`config.mk`:
```
export PLATFORM = sky130hd
export DESIGN_NAME = shade_top
export DESIGN_NICKNAME = d
export VERILOG_FILES = /design/src/verilog/shade_pkg.sv /design/src/verilog/shade_decode.sv /design/src/verilog/shade_execute.sv /design/src/verilog/shade_result.sv /design/src/verilog/shade_top.sv
export SDC_FILE = /design/constraint.sdc
export NUM_CORES = 2
export LEC_CHECK = 0
export BUFFER_PORTS_ARGS = -buffer_cell sky130_fd_sc_hd__buf_4
export CORE_MARGIN = 2
export CORE_UTILIZATION = 64
export CTS_CLUSTER_DIAMETER = 40
export DETAILED_ROUTE_END_ITERATION = 8
export PLACE_DENSITY = 0.83
export REMOVE_ABC_BUFFERS = 1
export SYNTH_ARGS = -nofsm -noshare
export SYNTH_HDL_FRONTEND = slang
export SYNTH_SLANG_ARGS = --single-unit
```
`constraint.sdc`:
```
create_clock -name clk -period 12.6 [get_ports clk]
set_input_delay 1.26 -clock clk [delete_from_list [all_inputs] [get_ports clk]]
set_output_delay 1.26 -clock clk [all_outputs]
set_load 0.005 [all_outputs]
```
`src/verilog/shade_pkg.sv`:
```
package shade_pkg;

        // widths of the shading datapath
        localparam int COLOR_W = 7;
        localparam int WEIGHT_W = 8;
        localparam int PROD_W = WEIGHT_W + COLOR_W;   // one 8x7 product
        localparam int SUM_W = PROD_W + 2;            // three products never overflow this
        localparam int TAG_W = 4;

        // the weights add up to 255, so bits 14 to 8 scale the sum back to a colour
        localparam int RESULT_LSB = 8;
        localparam logic [WEIGHT_W-1:0] WEIGHT_FULL = 8'd255;

        // flow control
        localparam int SHADE_CREDITS = 8;             // result FIFO depth and upstream credits
        localparam int OUT_CREDITS = 4;               // downstream credits after reset

        localparam int FIFO_PTR_W = $clog2(SHADE_CREDITS);
        localparam int FIFO_CNT_W = $clog2(SHADE_CREDITS + 1);
        localparam int CREDIT_CNT_W = $clog2(OUT_CREDITS + 1);

        // hit candidate selector, codes 011 and 111 are invalid
        typedef enum logic [2:0]
        {
                HIT_01A = 3'b000,
                HIT_01B = 3'b001,
                HIT_01C = 3'b010,
                HIT_10A = 3'b100,
                HIT_10B = 3'b101,
                HIT_10C = 3'b110
        } hit_sel_e;

endpackage

```
`src/verilog/shade_decode.sv`:
```
`timescale 1ns/1ps

module shade_decode import shade_pkg::*;
(
        input  logic                clk,
        input  logic                reset,
        input  logic                in_valid,
        input  logic [TAG_W-1:0]    in_tag,
        input  hit_sel_e            sel,
        input  logic [WEIGHT_W-1:0] u01a, u01b, u01c,
        input  logic [WEIGHT_W-1:0] v01a, v01b, v01c,
        input  logic [WEIGHT_W-1:0] u10a, u10b, u10c,
        input  logic [WEIGHT_W-1:0] v10a, v10b, v10c,
        input  logic [COLOR_W-1:0]  ru, rv, rw,
        input  logic [COLOR_W-1:0]  gu, gv, gw,
        input  logic [COLOR_W-1:0]  bu, bv, bw,
        output logic                d_valid,
        output logic [TAG_W-1:0]    d_tag,
        output logic [WEIGHT_W-1:0] u_w,
        output logic [WEIGHT_W-1:0] v_w,
        output logic [WEIGHT_W-1:0] w_w,
        output logic [COLOR_W-1:0]  d_ru, d_rv, d_rw,
        output logic [COLOR_W-1:0]  d_gu, d_gv, d_gw,
        output logic [COLOR_W-1:0]  d_bu, d_bv, d_bw
);

        logic [WEIGHT_W-1:0] u_sel;
        logic [WEIGHT_W-1:0] v_sel;
        logic [WEIGHT_W-1:0] w_sel;

        always_comb
        begin
                case (sel)
                        HIT_01A:
                        begin
                                u_sel = u01a;
                                v_sel = v01a;
                        end
                        HIT_01B:
                        begin
                                u_sel = u01b;
                                v_sel = v01b;
                        end
                        HIT_01C:
                        begin
                                u_sel = u01c;
                                v_sel = v01c;
                        end
                        HIT_10A:
                        begin
                                u_sel = u10a;
                                v_sel = v10a;
                        end
                        HIT_10B:
                        begin
                                u_sel = u10b;
                                v_sel = v10b;
                        end
                        HIT_10C:
                        begin
                                u_sel = u10c;
                                v_sel = v10c;
                        end
                        default:
                        begin
                                u_sel = '0;         // invalid code leaves all weight on w
                                v_sel = '0;
                        end
                endcase
        end

        assign w_sel = WEIGHT_FULL - u_sel - v_sel;  // wraps modulo 256 when u + v > 255

        always_ff @(posedge clk)
        begin
                if (reset)
                        d_valid <= 1'b0;
                else
                        d_valid <= in_valid;
        end

        always_ff @(posedge clk)
        begin
                d_tag <= in_tag;
                u_w <= u_sel;
                v_w <= v_sel;
                w_w <= w_sel;
                d_ru <= ru;
                d_rv <= rv;
                d_rw <= rw;
                d_gu <= gu;
                d_gv <= gv;
                d_gw <= gw;
                d_bu <= bu;
                d_bv <= bv;
                d_bw <= bw;
        end

endmodule

```
`src/verilog/shade_execute.sv`:
```
`timescale 1ns/1ps

module shade_execute import shade_pkg::*;
(
        input  logic                clk,
        input  logic                reset,
        input  logic                d_valid,
        input  logic [TAG_W-1:0]    d_tag,
        input  logic [WEIGHT_W-1:0] u_w,
        input  logic [WEIGHT_W-1:0] v_w,
        input  logic [WEIGHT_W-1:0] w_w,
        input  logic [COLOR_W-1:0]  d_ru, d_rv, d_rw,
        input  logic [COLOR_W-1:0]  d_gu, d_gv, d_gw,
        input  logic [COLOR_W-1:0]  d_bu, d_bv, d_bw,
        output logic                e_valid,
        output logic [TAG_W-1:0]    e_tag,
        output logic [SUM_W-1:0]    r_sum,
        output logic [SUM_W-1:0]    g_sum,
        output logic [SUM_W-1:0]    b_sum
);

        logic               p_valid;                 // products are held in stage one
        logic [TAG_W-1:0]   p_tag;

        logic [PROD_W-1:0]  prod_ru;
        logic [PROD_W-1:0]  prod_rv;
        logic [PROD_W-1:0]  prod_rw;
        logic [PROD_W-1:0]  prod_gu;
        logic [PROD_W-1:0]  prod_gv;
        logic [PROD_W-1:0]  prod_gw;
        logic [PROD_W-1:0]  prod_bu;
        logic [PROD_W-1:0]  prod_bv;
        logic [PROD_W-1:0]  prod_bw;

        always_ff @(posedge clk)
        begin
                if (reset)
                begin
                        p_valid <= 1'b0;
                        e_valid <= 1'b0;
                end
                else
                begin
                        p_valid <= d_valid;
                        e_valid <= p_valid;
                end
        end

        // stage one, nine 8x7 multiplies
        always_ff @(posedge clk)
        begin
                p_tag <= d_tag;
                prod_ru <= u_w * d_ru;
                prod_rv <= v_w * d_rv;
                prod_rw <= w_w * d_rw;
                prod_gu <= u_w * d_gu;
                prod_gv <= v_w * d_gv;
                prod_gw <= w_w * d_gw;
                prod_bu <= u_w * d_bu;
                prod_bv <= v_w * d_bv;
                prod_bw <= w_w * d_bw;
        end

        // stage two, sums are sized so the carry out of the products is kept
        always_ff @(posedge clk)
        begin
                e_tag <= p_tag;
                r_sum <= SUM_W'(prod_ru) + SUM_W'(prod_rv) + SUM_W'(prod_rw);
                g_sum <= SUM_W'(prod_gu) + SUM_W'(prod_gv) + SUM_W'(prod_gw);
                b_sum <= SUM_W'(prod_bu) + SUM_W'(prod_bv) + SUM_W'(prod_bw);
        end

endmodule

```
`src/verilog/shade_result.sv`:
```
`timescale 1ns/1ps

module shade_result import shade_pkg::*;
(
        input  logic               clk,
        input  logic               reset,
        input  logic               e_valid,
        input  logic [TAG_W-1:0]   e_tag,
        input  logic [SUM_W-1:0]   r_sum,
        input  logic [SUM_W-1:0]   g_sum,
        input  logic [SUM_W-1:0]   b_sum,
        input  logic               out_credit,
        output logic               out_valid,
        output logic [TAG_W-1:0]   out_tag,
        output logic [COLOR_W-1:0] r,
        output logic [COLOR_W-1:0] g,
        output logic [COLOR_W-1:0] b,
        output logic               in_credit
);

        logic [TAG_W-1:0]        tag_mem [SHADE_CREDITS];
        logic [COLOR_W-1:0]      r_mem [SHADE_CREDITS];
        logic [COLOR_W-1:0]      g_mem [SHADE_CREDITS];
        logic [COLOR_W-1:0]      b_mem [SHADE_CREDITS];

        logic [FIFO_PTR_W-1:0]   wr_ptr;
        logic [FIFO_PTR_W-1:0]   rd_ptr;
        logic [FIFO_CNT_W-1:0]   fifo_count;
        logic [CREDIT_CNT_W-1:0] credit_count;     // downstream credits still held
        logic                    pop;

        // an entry leaves only if it was already stored before this edge
        assign pop = (fifo_count != '0) && (credit_count != '0);

        always_ff @(posedge clk)
        begin
                if (e_valid)
                begin
                        tag_mem[wr_ptr] <= e_tag;
                        r_mem[wr_ptr] <= r_sum[RESULT_LSB +: COLOR_W];
                        g_mem[wr_ptr] <= g_sum[RESULT_LSB +: COLOR_W];
                        b_mem[wr_ptr] <= b_sum[RESULT_LSB +: COLOR_W];
                end
        end

        always_ff @(posedge clk)
        begin
                if (reset)
                begin
                        wr_ptr <= '0;
                        rd_ptr <= '0;
                end
                else
                begin
                        if (e_valid)
                                wr_ptr <= wr_ptr + 1'b1;   // depth is a power of two
                        if (pop)
                                rd_ptr <= rd_ptr + 1'b1;
                end
        end

        always_ff @(posedge clk)
        begin
                if (reset)
                        fifo_count <= '0;
                else
                begin
                        case ({e_valid, pop})
                                2'b10:   fifo_count <= fifo_count + 1'b1;
                                2'b01:   fifo_count <= fifo_count - 1'b1;
                                default: fifo_count <= fifo_count;
                        endcase
                end
        end

        // a returned credit and a spent one in the same cycle cancel out
        always_ff @(posedge clk)
        begin
                if (reset)
                        credit_count <= CREDIT_CNT_W'(OUT_CREDITS);
                else
                begin
                        case ({out_credit, pop})
                                2'b10:   credit_count <= credit_count + 1'b1;
                                2'b01:   credit_count <= credit_count - 1'b1;
                                default: credit_count <= credit_count;
                        endcase
                end
        end

        always_ff @(posedge clk)
        begin
                if (reset)
                begin
                        out_valid <= 1'b0;
                        in_credit <= 1'b0;
                end
                else
                begin
                        out_valid <= pop;
                        in_credit <= pop;          // the freed slot goes back upstream
                end
        end

        always_ff @(posedge clk)
        begin
                if (pop)
                begin
                        out_tag <= tag_mem[rd_ptr];
                        r <= r_mem[rd_ptr];
                        g <= g_mem[rd_ptr];
                        b <= b_mem[rd_ptr];
                end
        end

endmodule

```
`src/verilog/shade_top.sv`:
```
`timescale 1ns/1ps

module shade_top import shade_pkg::*;
(
        input  logic                clk,
        input  logic                reset,
        input  logic                in_valid,
        input  logic [TAG_W-1:0]    in_tag,
        input  hit_sel_e            sel,
        input  logic [WEIGHT_W-1:0] u01a, u01b, u01c,
        input  logic [WEIGHT_W-1:0] v01a, v01b, v01c,
        input  logic [WEIGHT_W-1:0] u10a, u10b, u10c,
        input  logic [WEIGHT_W-1:0] v10a, v10b, v10c,
        input  logic [COLOR_W-1:0]  ru, rv, rw,
        input  logic [COLOR_W-1:0]  gu, gv, gw,
        input  logic [COLOR_W-1:0]  bu, bv, bw,
        output logic                in_credit,
        output logic                out_valid,
        output logic [TAG_W-1:0]    out_tag,
        output logic [COLOR_W-1:0]  r,
        output logic [COLOR_W-1:0]  g,
        output logic [COLOR_W-1:0]  b,
        input  logic                out_credit
);

        // decode to execute
        logic                d_valid;
        logic [TAG_W-1:0]    d_tag;
        logic [WEIGHT_W-1:0] u_w;
        logic [WEIGHT_W-1:0] v_w;
        logic [WEIGHT_W-1:0] w_w;
        logic [COLOR_W-1:0]  d_ru, d_rv, d_rw;
        logic [COLOR_W-1:0]  d_gu, d_gv, d_gw;
        logic [COLOR_W-1:0]  d_bu, d_bv, d_bw;

        // execute to result
        logic                e_valid;
        logic [TAG_W-1:0]    e_tag;
        logic [SUM_W-1:0]    r_sum;
        logic [SUM_W-1:0]    g_sum;
        logic [SUM_W-1:0]    b_sum;

        shade_decode shade_decode_inst
        (
                .clk      (clk),
                .reset    (reset),
                .in_valid (in_valid),
                .in_tag   (in_tag),
                .sel      (sel),
                .u01a (u01a), .u01b (u01b), .u01c (u01c),
                .v01a (v01a), .v01b (v01b), .v01c (v01c),
                .u10a (u10a), .u10b (u10b), .u10c (u10c),
                .v10a (v10a), .v10b (v10b), .v10c (v10c),
                .ru (ru), .rv (rv), .rw (rw),
                .gu (gu), .gv (gv), .gw (gw),
                .bu (bu), .bv (bv), .bw (bw),
                .d_valid  (d_valid),
                .d_tag    (d_tag),
                .u_w      (u_w),
                .v_w      (v_w),
                .w_w      (w_w),
                .d_ru (d_ru), .d_rv (d_rv), .d_rw (d_rw),
                .d_gu (d_gu), .d_gv (d_gv), .d_gw (d_gw),
                .d_bu (d_bu), .d_bv (d_bv), .d_bw (d_bw)
        );

        shade_execute shade_execute_inst
        (
                .clk      (clk),
                .reset    (reset),
                .d_valid  (d_valid),
                .d_tag    (d_tag),
                .u_w      (u_w),
                .v_w      (v_w),
                .w_w      (w_w),
                .d_ru (d_ru), .d_rv (d_rv), .d_rw (d_rw),
                .d_gu (d_gu), .d_gv (d_gv), .d_gw (d_gw),
                .d_bu (d_bu), .d_bv (d_bv), .d_bw (d_bw),
                .e_valid  (e_valid),
                .e_tag    (e_tag),
                .r_sum    (r_sum),
                .g_sum    (g_sum),
                .b_sum    (b_sum)
        );

        shade_result shade_result_inst
        (
                .clk        (clk),
                .reset      (reset),
                .e_valid    (e_valid),
                .e_tag      (e_tag),
                .r_sum      (r_sum),
                .g_sum      (g_sum),
                .b_sum      (b_sum),
                .out_credit (out_credit),
                .out_valid  (out_valid),
                .out_tag    (out_tag),
                .r          (r),
                .g          (g),
                .b          (b),
                .in_credit  (in_credit)
        );

endmodule

```
==> flow_summary.ini <==
[setup_path]
crit_buf_inv = 4
crit_arrival_ns = 5.19
cp_max_fo = 21
critical_path_class = reg2reg
critPathLaunchType = register
path_depth = 15
worstPathCellList = and2_1 > fa_1 > inv_1 > fa_1 > inv_1 > fa_1 > inv_1 > fa_1 > inv_1 > ha_1 > o21a_1 > a2111oi_4 > nor2_2 > a311oi_2 > xnor2_1
crit_family = adder cells
crit_slowest_cell = dfxtp_1
slowest_delay_ns = 0.61
crit_required_ns = 13.08
r2r_cells = 15
endpoint_kind = register

[sta]
tightest_slew_ns = 1.06
skew_ns = 0.0211
relSlewSlack = 0.290
min_period_over_period = 0.374
hold_viol = 0
whs_ns = 0.326
rsz0062_at_grt = false
slew_violations = 0
setup_viol = 0
finalSetupTns_ns = 0
fmax_ghz = 0.212
fin_crit_ns = 4.71

[clocking]
cts_root_buf = clkbuf_16
clk_latency_ns = 0.62
cts_setup_buffers = 0
cts.sinks = 497
htreeDepth = 3
clk_pin_slew_worst_paths_ns = 0.05
cts_max_path_buffers = 3
cts_buffers = 75
cts_tree = built
cts_hold_buffers = 0
cts_resized = 0

[floorplanning]
dieArea_um2 = 53600
rows = 83
initial_utilization = 0.647
die_w_um = 231
ios = 197
die_y_um = 231
fp.coreArea_um2 = 51200

[global_routing]
grt_first_pass_wirelength_um = 122000
grt_pass1_vias = 23100
grt_antenna_before_repair = 2
grt_usage = 0.296
grt_max_degree = 53
gr-total-overflow = 0

[synth]
async_flop_share = 0
synth-adder-area-share = 0.315
synth_cells = 2787
yosysMostFrequentCell = and2_1
synth_top_area_share = 0.204
synth_warnings = 0
synth_area_leader_cell = edfxtp_1
synth-xor-area-share = 0.0405
synth_top_family_by_area = adder cells
synth_edf_count = 225
synth_mux_area_frac = 0.0542
yosys-top-cells-count = and2_1, ha_1, fa_1, inv_1, dfxtp_1
netlist_area_um2 = 33100
synth_area_per_cell_um2 = 11.9
synth.area.top_cells = edfxtp_1, fa_1, dfxtp_1
synth-simple-area-share = 0.114
synthDistinctLibCells = 65
ys_seq_elements = 497
synth_compound_area_frac = 0.0670
seq_area_frac_synth = 0.368
synth_flop_cell = dfxtp_1

[cells_and_area]
nFillCells = 3254
stdcell_count = 3741
nets = 3815
area_growth_pct = 14.3
drive_gt1_frac = 0.153
final_area_um2 = 37800

[route]
drc = 0
firstDrtPassIters = 5
vias_per_cell = 5.74
ant_nets = 1
wl_per_cell_um = 20.3
route.vias.total = 21500
wirelength_um = 76100
drt_iter0_markers = 1229

[worst_hold_path]
worstHoldPathCells = 0
min_path_type = reg2reg

[placement]
placed_area_um2 = 35300
portBuffers = 196
hpwl_um = 55000
globalplace.congestion = 0.892
placedCellCount = 3596

[pwr]
power_density_nw_per_um2 = 278
p_leak_nw = 17.3
max-vdd-ir-drop_uv = 251

[run_status]
violations = antenna violations
status = complete, but fails checks

[job]
max_cap_violations = 0
-- sequential cells by signal, summed over array words and instances, names as in the netlist, 15 cells and up --
name and flops:
shade_execute_inst.prod_bw 15, shade_execute_inst.prod_ru 15, shade_execute_inst.prod_bv 15, shade_execute_inst.prod_gu 15
shade_result_inst.b_mem 56, shade_result_inst.r_mem 56, shade_execute_inst.prod_bu 15, shade_execute_inst.prod_rw 15
shade_execute_inst.prod_gw 15, shade_result_inst.g_mem 56, shade_execute_inst.prod_gv 15, shade_execute_inst.prod_rv 15
shade_result_inst.tag_mem 32
-- cell families (layout without fill, tap and decap cells) --
logic type / after synthesis / count (layout)
AOI/OAI and AO/OA: 326 / 326
xor gates and xnor gates: 153 / 153
adders and majority gates: 652 / 652
buffers and inverters: 353 / 622
DFF: 497 / 497
muxes: 109 / 109
other: 0 / 5
and+or+nand+nor: 697 / 697
-- per-stage QoR --
| step | util | setup WS, ns | power, mW |
|---|---|---|---|
| final | 0.739 | 7.89 | 10.5 |
| after global routing | 0.739 | 7.65 | 11.3 |
| after CTS | 0.739 | 7.92 | 10.5 |
| after detailed placement | 0.689 | 7.93 | 8.30 |
| after global placement | 0.689 | 8.04 | 8.05 |
| after floorplan | - | 8.40 | 6.69 |
-- layout make-up --
| cell class | instances | area [um2] | area share |
|---|---|---|---|
| inverters | 277 | 1040 | 0.0275 |
| diodes | 5 | 12.5 | 0.000331 |
| well taps | 680 | 851 | 0.0225 |
| clock inverters | 54 | 596 | 0.0157 |
| flip-flops and latches | 497 | 12200 | 0.323 |
| clock buffers | 86 | 1970 | 0.0520 |
| multi-input cells | 1937 | 19600 | 0.519 |
| repair buffers | 205 | 1540 | 0.0407 |
-- worst paths after layout --
kind	from	to	slack, ns
min	shade_decode_inst.d_tag[1]	shade_execute_inst.p_tag[1]	0.33
max reg2reg	shade_decode_inst.w_w[5]	shade_execute_inst.prod_gw[14]	7.89
max	shade_decode_inst.w_w[5]	shade_execute_inst.prod_gw[14]	7.89
min reg2reg	shade_decode_inst.d_tag[1]	shade_execute_inst.p_tag[1]	0.33
-- routing by layer --
layer	global-route usage	routed length, um	vias to the layer above
met2	0.522	38800	709
met3	0.0363	3660	161
met5	0	0	-
met4	0.142	3600	0
li1	-	-	9857
met1	0.361	30000	10800
-- report_power, final --
group	switching, mW	leakage (nW)	internal, mW
logic	3.25	11.7	2.60
clock network	0.825	1.24	1.25
registers	0.412	4.33	2.20
total	4.48	17.3	6.05
-- placed cells by master, fill, tap and decap left out, drive strengths merged, types with 11 or more instances in the layout --
cell    count
edfxtp    225
nor2       61
a211oi     12
o21ai      68
xor2       56
and2      387
xnor2      97
o21a       17
mux2       33
a21o       43
nor2b      13
dfxtp     272
buf       205
a21oi     105
inv       303
nand3      19
clkinv     17
o21bai     18
mux2i      23
nor3       16
clkbuf     86
nand2b     11
nand2     166
mux4       53
ha        349
fa        303
(Power assumes the default switching activity.)
